<file path="config.mk">
export PLATFORM = sky130hd
export DESIGN_NAME = cpuCore
export DESIGN_NICKNAME = d
export VERILOG_FILES = /design/src/hw/wiscPkg.sv /design/src/hw/cpuCore.sv /design/src/hw/instrDecode.sv /design/src/hw/branchUnit.sv /design/src/hw/alu.sv /design/src/hw/regFile.sv
export SDC_FILE = /design/constraint.sdc
export NUM_CORES = 1
export LEC_CHECK = 0
export BUFFER_PORTS_ARGS = -buffer_cell sky130_fd_sc_hd__clkbuf_2
export CAP_MARGIN = 0
export CORE_UTILIZATION = 30
export DETAILED_ROUTE_END_ITERATION = 16
export PLACE_DENSITY_LB_ADDON = 0.3
export SLEW_MARGIN = 15
export SYNTH_ARGS = -nofsm -noshare
export SYNTH_HDL_FRONTEND = slang
export SYNTH_SLANG_ARGS = --single-unit
</file>
<file path="constraint.sdc">
create_clock -name clk -period 8.04 [get_ports clk]
set_input_delay 0.804 -clock clk [delete_from_list [all_inputs] [get_ports clk]]
set_output_delay 0.804 -clock clk [all_outputs]
set_load 0.1 [all_outputs]
</file>
<file path="src/hw/wiscPkg.sv">
package wiscPkg;

	//////////////////////////////////////////////////////////////
	// Widths and sizes
	//////////////////////////////////////////////////////////////

	localparam int wordBits    = 16;          // Data and byte-address width
	localparam int memAddrBits = 8;           // 256 words per memory

	localparam logic [wordBits-1:0] wordMax = 16'h7fff;   // Signed saturation ceiling
	localparam logic [wordBits-1:0] wordMin = 16'h8000;   // Signed saturation floor

	//////////////////////////////////////////////////////////////
	// Instruction encodings
	//////////////////////////////////////////////////////////////

	// Opcode sits in instr[15:12]
	typedef enum logic [3:0]
	{
		opAdd    = 4'd0,
		opSub    = 4'd1,
		opXor    = 4'd2,
		opRed    = 4'd3,
		opSll    = 4'd4,
		opSra    = 4'd5,
		opRor    = 4'd6,
		opPaddsb = 4'd7,
		opLw     = 4'd8,
		opSw     = 4'd9,
		opLlb    = 4'd10,
		opLhb    = 4'd11,
		opB      = 4'd12,
		opBr     = 4'd13,
		opPcs    = 4'd14,
		opHlt    = 4'd15
	} opcodeT;

	// Branch condition in instr[11:9]
	typedef enum logic [2:0]
	{
		condNe, condEq, condGt, condLt, condGe, condLe, condOv, condUncond
	} condT;

	// Register write-back source
	typedef enum logic [1:0]
	{
		wbAlu, wbMem, wbByte, wbPcPlus2
	} wbSelT;

endpackage
</file>
<file path="src/hw/cpuCore.sv">
module cpuCore
(
	input  logic                         clk,
	input  logic                         arstN,
	input  logic [wiscPkg::wordBits-1:0] instr,
	input  logic [wiscPkg::wordBits-1:0] dataRdData,
	output logic [wiscPkg::wordBits-1:0] pc,
	output logic                         hlt,
	output logic [wiscPkg::wordBits-1:0] dataAddr,
	output logic [wiscPkg::wordBits-1:0] dataWrData,
	output logic                         dataWr
);

	import wiscPkg::*;

	opcodeT              opcode;
	opcodeT              aluOp;
	condT                cond;
	wbSelT               wbSel;
	logic [3:0]          srcReg1;
	logic [3:0]          srcReg2;
	logic [3:0]          dstReg;
	logic                regWrite;
	logic                aluUseImm;
	logic                memWrite;
	logic                flagWrite;
	logic                branchImm;
	logic                branchReg;
	logic                halt;
	logic                running;                 // Low through reset and one edge after
	logic [wordBits-1:0] srcData1;
	logic [wordBits-1:0] srcData2;
	logic [wordBits-1:0] dstData;
	logic [wordBits-1:0] pcPlus2;
	logic [wordBits-1:0] branchTarget;
	logic [wordBits-1:0] nextPc;
	logic [wordBits-1:0] memOffset;
	logic [wordBits-1:0] immValue;
	logic [wordBits-1:0] aluIn2;
	logic [wordBits-1:0] aluResult;
	logic [wordBits-1:0] byteData;
	logic                zero;
	logic                ovfl;
	logic                neg;
	logic                flagWrZ;
	logic                flagWrVN;
	logic                taken;

	//////////////////////////////////////////////////////////////
	// Units
	//////////////////////////////////////////////////////////////

	instrDecode decode (.instr, .srcReg1, .srcReg2, .dstReg, .regWrite, .wbSel, .aluUseImm,
		.memWrite, .flagWrite, .branchImm, .branchReg, .halt, .cond);

	regFile regs (.clk, .arstN, .srcReg1, .srcReg2, .dstReg, .regWrite(regWrite && running),
		.dstData, .srcData1, .srcData2);

	alu alu (.op(aluOp), .in1(srcData1), .in2(aluIn2), .result(aluResult), .zero, .ovfl,
		.neg, .flagWrZ, .flagWrVN);

	branchUnit branch (.clk, .arstN, .flagWrite(flagWrite && running), .flagWrZ, .flagWrVN,
		.zero, .ovfl, .neg, .cond, .taken);

	//////////////////////////////////////////////////////////////
	// Operand and write-back select
	//////////////////////////////////////////////////////////////

	assign opcode    = opcodeT'(instr[15:12]);
	assign aluOp     = (opcode inside {opLw, opSw}) ? opAdd : opcode;   // Address add
	assign memOffset = {{(wordBits-5){instr[3]}}, instr[3:0], 1'b0};    // Word offset in bytes
	assign immValue  = (opcode inside {opLw, opSw}) ? memOffset : {12'b0, instr[3:0]};
	assign aluIn2    = aluUseImm ? immValue : srcData2;

	assign byteData = (opcode == opLhb) ? {instr[7:0], srcData2[7:0]}
		: {srcData2[15:8], instr[7:0]};

	always_comb
	begin
		case (wbSel)
			wbAlu:   dstData = aluResult;
			wbMem:   dstData = dataRdData;
			wbByte:  dstData = byteData;
			default: dstData = pcPlus2;                    // PCS
		endcase
	end

	// Data memory side
	assign dataAddr   = aluResult;
	assign dataWrData = srcData2;
	assign dataWr     = memWrite && running;

	//////////////////////////////////////////////////////////////
	// PC and run state
	//////////////////////////////////////////////////////////////

	assign pcPlus2      = pc + 16'd2;
	assign branchTarget = pcPlus2 + {{(wordBits-10){instr[8]}}, instr[8:0], 1'b0};

	always_comb
	begin
		if (halt)
			nextPc = pc;                                   // Hold on HLT
		else if (branchImm && taken)
			nextPc = branchTarget;
		else if (branchReg && taken)
			nextPc = srcData1;
		else
			nextPc = pcPlus2;
	end

	always_ff @(posedge clk or negedge arstN)
	begin
		if (!arstN)
		begin
			running <= 1'b0;
			pc      <= '0;
		end
		else
		begin
			running <= 1'b1;
			if (running)
				pc <= nextPc;                              // One instruction per edge
		end
	end

	assign hlt = halt && running;

endmodule

</file>
<file path="src/hw/instrDecode.sv">
module instrDecode
(
	input  logic [wiscPkg::wordBits-1:0] instr,
	output logic [3:0]                   srcReg1,
	output logic [3:0]                   srcReg2,
	output logic [3:0]                   dstReg,
	output logic                         regWrite,
	output wiscPkg::wbSelT               wbSel,
	output logic                         aluUseImm,
	output logic                         memWrite,
	output logic                         flagWrite,
	output logic                         branchImm,
	output logic                         branchReg,
	output logic                         halt,
	output wiscPkg::condT                cond
);

	import wiscPkg::*;

	opcodeT opcode;

	assign opcode = opcodeT'(instr[15:12]);
	assign cond   = condT'(instr[11:9]);     // Straight to branchUnit

	always_comb
	begin
		// Quiet defaults, nothing written
		srcReg1   = '0;
		srcReg2   = '0;
		dstReg    = '0;
		regWrite  = 1'b0;
		wbSel     = wbAlu;
		aluUseImm = 1'b0;
		memWrite  = 1'b0;
		flagWrite = 1'b0;
		branchImm = 1'b0;
		branchReg = 1'b0;
		halt      = 1'b0;
		case (opcode)
			opAdd, opSub, opXor, opRed, opPaddsb:
			begin
				dstReg    = instr[11:8];
				srcReg1   = instr[7:4];
				srcReg2   = instr[3:0];
				regWrite  = 1'b1;
				flagWrite = opcode inside {opAdd, opSub, opXor};   // RED, PADDSB keep flags
			end
			opSll, opSra, opRor:
			begin
				dstReg    = instr[11:8];
				srcReg1   = instr[7:4];
				aluUseImm = 1'b1;                               // Shift amount in [3:0]
				regWrite  = 1'b1;
				flagWrite = 1'b1;
			end
			opLw:
			begin
				dstReg    = instr[11:8];
				srcReg1   = instr[7:4];                         // Base
				aluUseImm = 1'b1;
				regWrite  = 1'b1;
				wbSel     = wbMem;
			end
			opSw:
			begin
				srcReg1   = instr[7:4];
				srcReg2   = instr[11:8];                        // Store data from rt
				aluUseImm = 1'b1;
				memWrite  = 1'b1;
			end
			opLlb, opLhb:
			begin
				dstReg   = instr[11:8];
				srcReg2  = instr[11:8];                         // Keep the other byte
				regWrite = 1'b1;
				wbSel    = wbByte;
			end
			opB:   branchImm = 1'b1;
			opBr:
			begin
				srcReg1   = instr[7:4];                         // Target register
				branchReg = 1'b1;
			end
			opPcs:
			begin
				dstReg   = instr[11:8];
				regWrite = 1'b1;
				wbSel    = wbPcPlus2;
			end
			default: halt = 1'b1;                               // HLT
		endcase
	end

endmodule

</file>
<file path="src/hw/branchUnit.sv">
module branchUnit
(
	input  logic          clk,
	input  logic          arstN,
	input  logic          flagWrite,
	input  logic          flagWrZ,
	input  logic          flagWrVN,
	input  logic          zero,
	input  logic          ovfl,
	input  logic          neg,
	input  wiscPkg::condT cond,
	output logic          taken
);

	import wiscPkg::*;

	logic zFlag;
	logic vFlag;
	logic nFlag;

	// Flag register, each group under its own enable
	always_ff @(posedge clk or negedge arstN)
	begin
		if (!arstN)
		begin
			zFlag <= 1'b0;
			vFlag <= 1'b0;
			nFlag <= 1'b0;
		end
		else if (flagWrite)
		begin
			if (flagWrZ)
				zFlag <= zero;
			if (flagWrVN)
			begin
				vFlag <= ovfl;
				nFlag <= neg;
			end
		end
	end

	// Condition table against stored flags
	always_comb
	begin
		case (cond)
			condNe:  taken = !zFlag;
			condEq:  taken = zFlag;
			condGt:  taken = !zFlag && !nFlag;
			condLt:  taken = nFlag;
			condGe:  taken = zFlag || (!zFlag && !nFlag);
			condLe:  taken = nFlag || zFlag;
			condOv:  taken = vFlag;
			default: taken = 1'b1;                          // Unconditional
		endcase
	end

endmodule

</file>
<file path="src/hw/alu.sv">
module alu
(
	input  wiscPkg::opcodeT              op,
	input  logic [wiscPkg::wordBits-1:0] in1,
	input  logic [wiscPkg::wordBits-1:0] in2,
	output logic [wiscPkg::wordBits-1:0] result,
	output logic                         zero,
	output logic                         ovfl,
	output logic                         neg,
	output logic                         flagWrZ,
	output logic                         flagWrVN
);

	import wiscPkg::*;

	logic [wordBits-1:0]   addRaw;
	logic [wordBits-1:0]   subRaw;
	logic                  addOv;
	logic                  subOv;
	logic [9:0]            redSum;     // Four signed bytes fit in 10 bits
	logic [3:0]            shAmt;
	logic [2*wordBits-1:0] rotWide;
	logic [wordBits-1:0]   paddsb;

	assign shAmt  = in2[3:0];          // Shift count from immediate
	assign addRaw = in1 + in2;
	assign subRaw = in1 - in2;

	// Signed overflow from operand and result signs
	assign addOv = (in1[wordBits-1] == in2[wordBits-1])
		&& (addRaw[wordBits-1] != in1[wordBits-1]);
	assign subOv = (in1[wordBits-1] != in2[wordBits-1])
		&& (subRaw[wordBits-1] != in1[wordBits-1]);

	// Byte reduction, each byte sign extended
	assign redSum = {{2{in1[15]}}, in1[15:8]} + {{2{in1[7]}}, in1[7:0]}
		+ {{2{in2[15]}}, in2[15:8]} + {{2{in2[7]}}, in2[7:0]};

	assign rotWide = {in1, in1} >> shAmt;   // Low half is the rotation

	//////////////////////////////////////////////////////////////
	// Nibble-wise saturating add
	//////////////////////////////////////////////////////////////

	always_comb
	begin : nibbleAdd
		logic [3:0] a;
		logic [3:0] b;
		logic [3:0] s;
		paddsb = '0;
		for (int i = 0; i < 4; i++)
		begin
			a = in1[4*i +: 4];
			b = in2[4*i +: 4];
			s = a + b;
			if (a[3] == b[3] && s[3] != a[3])
				paddsb[4*i +: 4] = a[3] ? 4'h8 : 4'h7;   // Clamp to signed nibble
			else
				paddsb[4*i +: 4] = s;
		end
	end

	//////////////////////////////////////////////////////////////
	// Result select
	//////////////////////////////////////////////////////////////

	always_comb
	begin
		ovfl = 1'b0;
		case (op)
			opAdd:
			begin
				result = addOv ? (in1[wordBits-1] ? wordMin : wordMax) : addRaw;
				ovfl   = addOv;
			end
			opSub:
			begin
				result = subOv ? (in1[wordBits-1] ? wordMin : wordMax) : subRaw;
				ovfl   = subOv;
			end
			opXor:    result = in1 ^ in2;
			opRed:    result = {{(wordBits-10){redSum[9]}}, redSum};
			opSll:    result = in1 << shAmt;
			opSra:    result = $signed(in1) >>> shAmt;     // Sign fills from the top
			opRor:    result = rotWide[wordBits-1:0];
			opPaddsb: result = paddsb;
			default:  result = '0;                          // Not a compute opcode
		endcase
	end

	assign zero = (result == '0);
	assign neg  = result[wordBits-1];

	// Which flags this opcode may touch
	assign flagWrZ  = op inside {opAdd, opSub, opXor, opSll, opSra, opRor};
	assign flagWrVN = op inside {opAdd, opSub};

endmodule

</file>
<file path="src/hw/regFile.sv">
module regFile
(
	input  logic                         clk,
	input  logic                         arstN,
	input  logic [3:0]                   srcReg1,
	input  logic [3:0]                   srcReg2,
	input  logic [3:0]                   dstReg,
	input  logic                         regWrite,
	input  logic [wiscPkg::wordBits-1:0] dstData,
	output logic [wiscPkg::wordBits-1:0] srcData1,
	output logic [wiscPkg::wordBits-1:0] srcData2
);

	import wiscPkg::*;

	logic [wordBits-1:0] regs [16];   // R0 slot never written

	//////////////////////////////////////////////////////////////
	// Write port
	//////////////////////////////////////////////////////////////

	always_ff @(posedge clk or negedge arstN)
	begin
		if (!arstN)
		begin
			for (int i = 0; i < 16; i++)
				regs[i] <= '0;                    // All registers cleared
		end
		else if (regWrite && dstReg != 4'd0)
		begin
			regs[dstReg] <= dstData;
		end
	end

	//////////////////////////////////////////////////////////////
	// Read ports
	//////////////////////////////////////////////////////////////

	// No bypass, a same-cycle write shows up after the edge
	assign srcData1 = (srcReg1 == 4'd0) ? '0 : regs[srcReg1];
	assign srcData2 = (srcReg2 == 4'd0) ? '0 : regs[srcReg2];   // R0 reads zero

endmodule

</file>
Word-level counts from Yosys, hierarchy flattened:

Cells that the tools add are included.

* register bits after elaboration: 276
* input bits: 34
* output and inout bits: 50
* word-level logic and storage cells: 168

* add/subtract/negate cells: 11
* $lt $le $gt $ge: 4
* equality and inequality tests: 40
* shift-type cells: 3
* mux-type cells: 43
* bitwise gates (word level): 4
* reductions and logical operators: 42

Operator list (number)
* $bwmux W256: 1
* $mux W16: 15
* $bmux W16 S4: 2
* $pmux W16 S8: 1
* $demux W16 S4: 1
* $pmux W16 S3: 1
* $mux W4: 11
* $add A16 B16 Y16: 2
* $eq A4 B3 Y1 const B: 8
* $shr A32 B4 Y16: 1
* $eq A4 B4 Y1 const B: 7
* $add A10 B10 Y10: 2
* $add A16 B2 Y16 const B: 1
* $add A4 B4 Y4: 4
* $eq A4 B2 Y1 const B: 4
* $logic_not A16 Y1: 1
* $logic_not A4 Y1: 4
* $shl A16 B4 Y16: 1
* $sshr A16 B4 Y16: 1
* $sub A16 B16 Y16: 1
* $xor A16 B16 Y16: 1
* $ge A5 B5 Y1 const B: 3
* $logic_and A1 B1 Y1: 15
* $not A4 Y5: 3
* other kinds (30): 56

Longest topological paths before layout:

* depth after elaboration: 16
* gate-level depth with buffers: 36
* mapped depth without buffers: 29

Hierarchy:

Synthesis repeated with hierarchy kept, for this count alone.

* cells, all modules: 2144
* area total of the unflattened synthesis: 21913.5 µm²

Modules (own cells, without submodules)
* regFile: instances 1, cells an instance 919, area each 12990.0 µm², seq. area each 6030.8 µm²
* alu: instances 1, cells an instance 802, area each 5579.1 µm², seq. area each 0.0 µm²
* cpuCore: instances 1, cells an instance 354, area each 2776.4 µm², seq. area each 425.4 µm²
* instrDecode: instances 1, cells an instance 53, area each 385.4 µm², seq. area each 0.0 µm²
* branchUnit: instances 1, cells an instance 16, area each 182.7 µm², seq. area each 75.1 µm²

Worst setup path after synthesis:

No wires, ideal clock.

* kind: input to register
* start: input instr[15] in the netlist's numbering
* end: register branch.zFlag
* setup time: 0.076 ns
* data arrival time: 9.341 ns
* data required time: 7.964 ns
* slack: -1.377 ns
* cell stages on the path: 32
* buffers on the path: 5
* cells stage by stage: buf_6 > and2_0 > clkbuf_2 > a22oi_1 > nand2_2 > buf_4 > mux2i_1 > a32o_1 > nor4_4 > o21a_1 > buf_4 > clkbuf_1 > ha_1 > o21bai_1 > a21oi_1 > o21ai_0 > a31oi_1 > a21oi_1 > a21oi_1 > o21bai_1 > a21oi_1 > o21bai_1 > fa_1 > nand2b_1 > o31a_1 > o31ai_1 > nand2_1 > a311oi_1 > o2111ai_1 > or4_1 > or4_1 > o21ai_1

* word-level cells in the longest chain between the ends: 15
* elaborated cells on any way between the ends: 93
* those cells by class: add/sub (9); eq/ne (30); shift (3); mux (27); bitwise (3); reduce/logical (21)

RTL lines
* start: declaration: line cpuCore.sv:5 `input logic [wiscPkg::wordBits-1:0] instr,`
* $eq A4 B2 Y1 (tied with other cells): line instrDecode.sv:39 `case (opcode)`
* $reduce_or A5 Y1 / $reduce_or A3 Y1 (equally long branches)
* $pmux W4 S2 (*): line instrDecode.sv:39
* $not A4 Y5 (not written as such): line regFile.sv:41 `assign srcData2 = (srcReg2 == 4'd0) ? '0 : regs[srcReg2];`
* $bmux W16 S4: line regFile.sv:41
* $mux W16 (not written as such) (2 in a row): line regFile.sv:41
* $mux W16 (*): line regFile.sv:41
* named net dataWrData, one bit: line cpuCore.sv:10 `output logic [wiscPkg::wordBits-1:0] dataWrData,`
* $mux W16 (*): line cpuCore.sv:73 `assign aluIn2 = aluUseImm ? immValue : srcData2;`
* $sub A16 B16 Y16 / $add A16 B16 Y16 (equally long branches): line alu.sv:27, alu.sv:26
* $ne A1 B1 Y1, on equally long branches: line alu.sv:33, alu.sv:31
* $logic_and A1 B1 Y1, on equally long branches: line alu.sv:33, alu.sv:31
* $mux W16, on equally long branches: line alu.sv:78, alu.sv:73
* $pmux W16 S8 (*): line alu.sv:70 `case (op)`
* named net dataAddr, one bit: line cpuCore.sv:9 `output logic [wiscPkg::wordBits-1:0] dataAddr,`
* $logic_not A16 Y1 (*): line alu.sv:91 `assign zero = (result == '0);`
* end signal: assignment: line branchUnit.sv:33 `zFlag <= zero;`
* end: declaration: line branchUnit.sv:17 `logic zFlag;`

The timed path passes the listed nets; every way through them passes the cells marked *. The select of a mux whose other input is x is not followed.
A chain may end at the register's enable or synchronous reset.

Worst setup path in the final report:

* start: input instr[14] in the netlist's numbering
* end: output dataAddr[8] in the netlist's numbering

* word-level cells in the longest chain between the ends: 14
* elaborated cells on any way between the ends: 69
* those cells by class: add/sub (6); eq/ne (25); shift (3); mux (20); bitwise (3); reduce/logical (12)

RTL lines (line)
* parallel branches: the longest is 13 deep, another holds $add A10 B10 Y10
* $pmux W16 S8 (*): alu.sv:70
* end: declaration: cpuCore.sv:9

Every way passes the cells marked *. The select of a mux whose other input is x is not followed.

==> results.md <==
- TritonCTS built the clock tree.
- The HPWL after detailed placement is 74.08 mm.
- The final cell area excluding filler cells is 25460 sq um.
- Yosys printed 0 warnings.
- In this run the register-to-register setup slack is 1.75 ns.
- Once placement finished, the instance area stood at 24270 sq um.
- The post-synth design cell area is 21320 sq um.
- The total die area is 72150 sq um.
- Of all flip-flops after synthesis, the portion carrying an async set or reset was 100.0%.
- The total detailed-routing wirelength is 100.7 mm.
- In this run the number of H-tree levels came out at 1.
- The longest clock path from root to sink contains 3 buffers.
- The worst slack after detailed placement is -0.07041 ns.
- The pin count of the biggest net entering global routing is 149.
- Setup repair after global routing could not meet its margin everywhere.
- The final weighted congestion in routability-driven placement is 0.9977.
- The peak fanout along the critical path is 26.
- The length in cells of the worst reg-to-reg path is 26.
- The capture point of the worst reg-to-reg path is regs.regs[140]$_DFFE_PN0P_.
- Dividing the detail-routed wire length by the instance count gives 25.88 um.
- At the worst endpoint, the required time is 7.24 ns.
- The number of ports placed on the die boundary is 84.
- Counting flops with a built-in enable in the synthesized netlist gives 0.
- Leaving out filler cells and counting taps, the final layout contains 3889.
- Counting tap cells, the placed design contains a total of 3823 instances.
- The overall die height is 268.6 um.
- The tree built by TritonCTS fans out to 260 sinks.
- The count of port buffers added during placement is 83.
- Using the TritonRoute via totals, the vias-per-cell ratio works out to 5.851.
- The number of setup violations in the final report is 0.
- The post-detailed-route DRC marker count is 0.
- Ranked by total cell area, the synthesized netlist is headed by dfrtp_1 (31%), nand2_1 (11%), o21ai_0 (7.1%).
- Power spread over the standard cell area amounts to 324.9 nW/um^2.
- The worst pin sits at a relative slew slack of 17.48%.
- The horizontal die dimension is 268.6 um.
- Across all setup checks in the final design, the least slack found is 0.2561 ns.
- The final number of max-transition violations is 0.
- The number of cell rows is 97.
- The number of buffers created by CTS is 31.
- The arrival time reported for the critical path endpoint is 6.98 ns.
- The net count of the finished layout is 3041.
- The area growth from synthesis to layout is 19.41%.
- Max-cap violations in this run came to 0.
- The startpoint class of the critical path is a primary input.
- The number of antenna diodes is 0.
- The clock transition at the registers of the reported paths is 0.06 ns.
- The startpoint identified for the worst register-to-register timing path is regs.regs[80]$_DFFE_PN0P_.
- The average instance area after synthesis is 7.638 sq um.
- The top-area cell type share of the netlist area is 30.51%.
- The count of antenna-violating nets left after detailed routing is 0.
- Synthesis produced a netlist whose cell count is 2792.
- The latest clock arrival within the worst-skew pair is 0.61 ns.
- Counting flops and latches in the post-synthesis netlist gives 260.
- The run finished with clean final reports.
- In the layout the commonest cells are nand2_1 (619), o21ai_0 (277), dfrtp_1 (260), buf_4 (216), a21oi_1 (150).
- In the final layout, the share of cells above drive strength 1 is 16.58%.
- The core region area is 70150 sq um.
- The tree is rooted in a clkbuf_16.
- For this run, the total global-route usage over all layers was measured as 27.21%.
- Detailed routing inserted a total of 22760 vias.
- The kind of path behind the tightest hold check is primary input to async pin.
- The clock arrives with 0.03073 ns of skew.
- The synthesized net count is 2907.
- The predominant post-synthesis flop cell is dfrtp_1.
- The worst setup path is of the primary input to primary output kind.
- The most common cell after layout, fill and taps aside is nand2_1.
- The final critical path takes up 96.81% of the cycle.
- Static timing analysis puts the maximum clock frequency at 128.5 MHz.
- The category of the worst setup path capture point is a primary output.
- The initial standard-cell utilization of the core is 30.40%.
- At the pin with the least slew margin, the transition time is 1.225 ns.
- The maximum cell stage delay along the critical path is 0.47 ns.
- The number of distinct library cells after synthesis is 95.
- The total overflow left after global routing is 0.
- The final count of hold timing violations is 0.
- The first global-routing pass estimated 145.8 mm of wire.
- The via count of the first global-routing pass is 21120.
- IR analysis of the VDD net gives a maximum drop of 0.0002052 V.
- The violation count after the first detailed-routing iteration is 2689.
- In this design, the critical path's most frequently occurring cell is buf_4.
- The sequential cell area fraction in the yosys report is 30.51%.
- The fraction of the core area covered by cells at the end of the flow is 36.30%.
- The first-pass detailed-route iteration total is 6.
- For this design the static power due to leakage is 0.01104 uW.
- The final period demand of the worst path is 7.784 ns.
- The post-synthesis cell type with the largest combined area is dfrtp_1.
- The highest-delay cell along the critical path is o41ai_4.
- The number of antenna violations at the first check in global routing was 0.
==> state kept, by name, summed over array words and instances, names as in the netlist <==
signal / flops
regs.regs: 240
branch.nFlag: 1
running: 1
pc: 16
branch.zFlag: 1
branch.vFlag: 1
==> stage by stage <==
stage / setup TNS, ns / hold WS (ns) / power, uW
after floorplan: -17.29 / 0.4498 / 5019
after global placement: -0.02511 / 0.4623 / 6622
after detailed placement: -0.07041 / 0.4712 / 6638
after CTS: 0 / 0.3465 / 8175
after global routing: -0.04381 / 0.3920 / 8708
final: 0 / 0.3140 / 8272
==> worst max-delay path, delay by kind of cell <==
kind | cells | cell delay, ns
fa+ha+maj | 1 | 0.24
simple gates | 5 | 1.21
mux | 1 | 0.24
compound gates | 10 | 2.36
buf+inv | 10 | 2.11
==> cell type report <==
cell class                 count  area, sq um
fill                        7502        44690
multi-input combinational   2217        13780
sequential                   260         6506
timing repair buffer         311         2521
tap                          940         1176
clock buffer                  44        884.6
inverter                     105        397.9
clock inverter                12        193.9
==> routing by layer <==
metal / routed length, um / vias to the layer above / share of wire [%] / track usage (%)
met4: 5502 / 0 / 5.5 / 12.36
met2: 45130 / 1181 / 45 / 43.28
met5: 0 / - / 0 / 0
met3: 8367 / 266 / 8.3 / 4.447
li1: - / 10290 / - / -
met1: 41650 / 11020 / 41 / 36.08
==> worst max path at each step <==
stage,startpoint,to,cells past startpoint
5_1_grt,instr[15],dataAddr[4],30
4_1_cts,instr[15],dataAddr[12],27
6_report,instr[14],dataAddr[8],27
3_5_place_dp,instr[15],dataAddr[8],27
2_1_floorplan,instr[13],branch.zFlag$_DFFE_PN0P_,32
3_3_place_gp,instr[15],dataAddr[8],27
==> what timing repair did <==
| action | in CTS | in global routing |
|---|---|---|
| resized for setup | 1 | 14 |
| pin swaps | 0 | 4 |
| hold buffers | 0 | 0 |
| endpoints found under the setup margin | 1 | 15 |
| setup buffers | 0 | 9 |
| cloned | 0 | 1 |
==> synthesized netlist by cell type (13+ instances only) <==
library cell and number:
a211o_1 13, a211oi_1 40, a21o_1 19, a21oi_1 153, a221oi_1 23, a22oi_1 18
a311oi_1 19, a31oi_1 24, a32oi_1 21, and3_1 15, buf_1 24, buf_2 31
clkbuf_1 141, dfrtp_1 260, fa_1 18, ha_1 63, inv_1 101, mux2_2 60
mux2i_1 96, nand2_1 619, nand2b_1 17, nand3_1 105, nand4_1 26, nor2_1 133
nor2b_1 21, nor3_1 53, o211ai_1 50, o21ai_0 302, o21bai_1 23, o221ai_1 17
o22ai_1 27, o311ai_0 13, or3_1 13, xnor2_1 47, xor2_1 18
==> logic make-up after synthesis <==
| group | count (synthesis) | synth area share, % |
|---|---|---|
| XOR/XNOR | 65 | 2.670 |
| adder cells (fa/ha/maj) | 81 | 5.386 |
| buffers and inverters | 316 | 6.085 |
| other | 1 | 0.01759 |
| AND/OR/NAND/NOR | 1051 | 21.43 |
| AO/OA/AOI/OAI | 861 | 26.16 |
| multiplexers | 157 | 7.739 |
| flip-flops | 260 | 30.51 |
==> where the power goes <==
part / internal [uW] / switching (uW)
sequential: 1770 / 412
combinational: 1610 / 2950
clock: 920 / 615
total: 4290 / 3980
No activity file was read; power rests on OpenSTA's default activity.
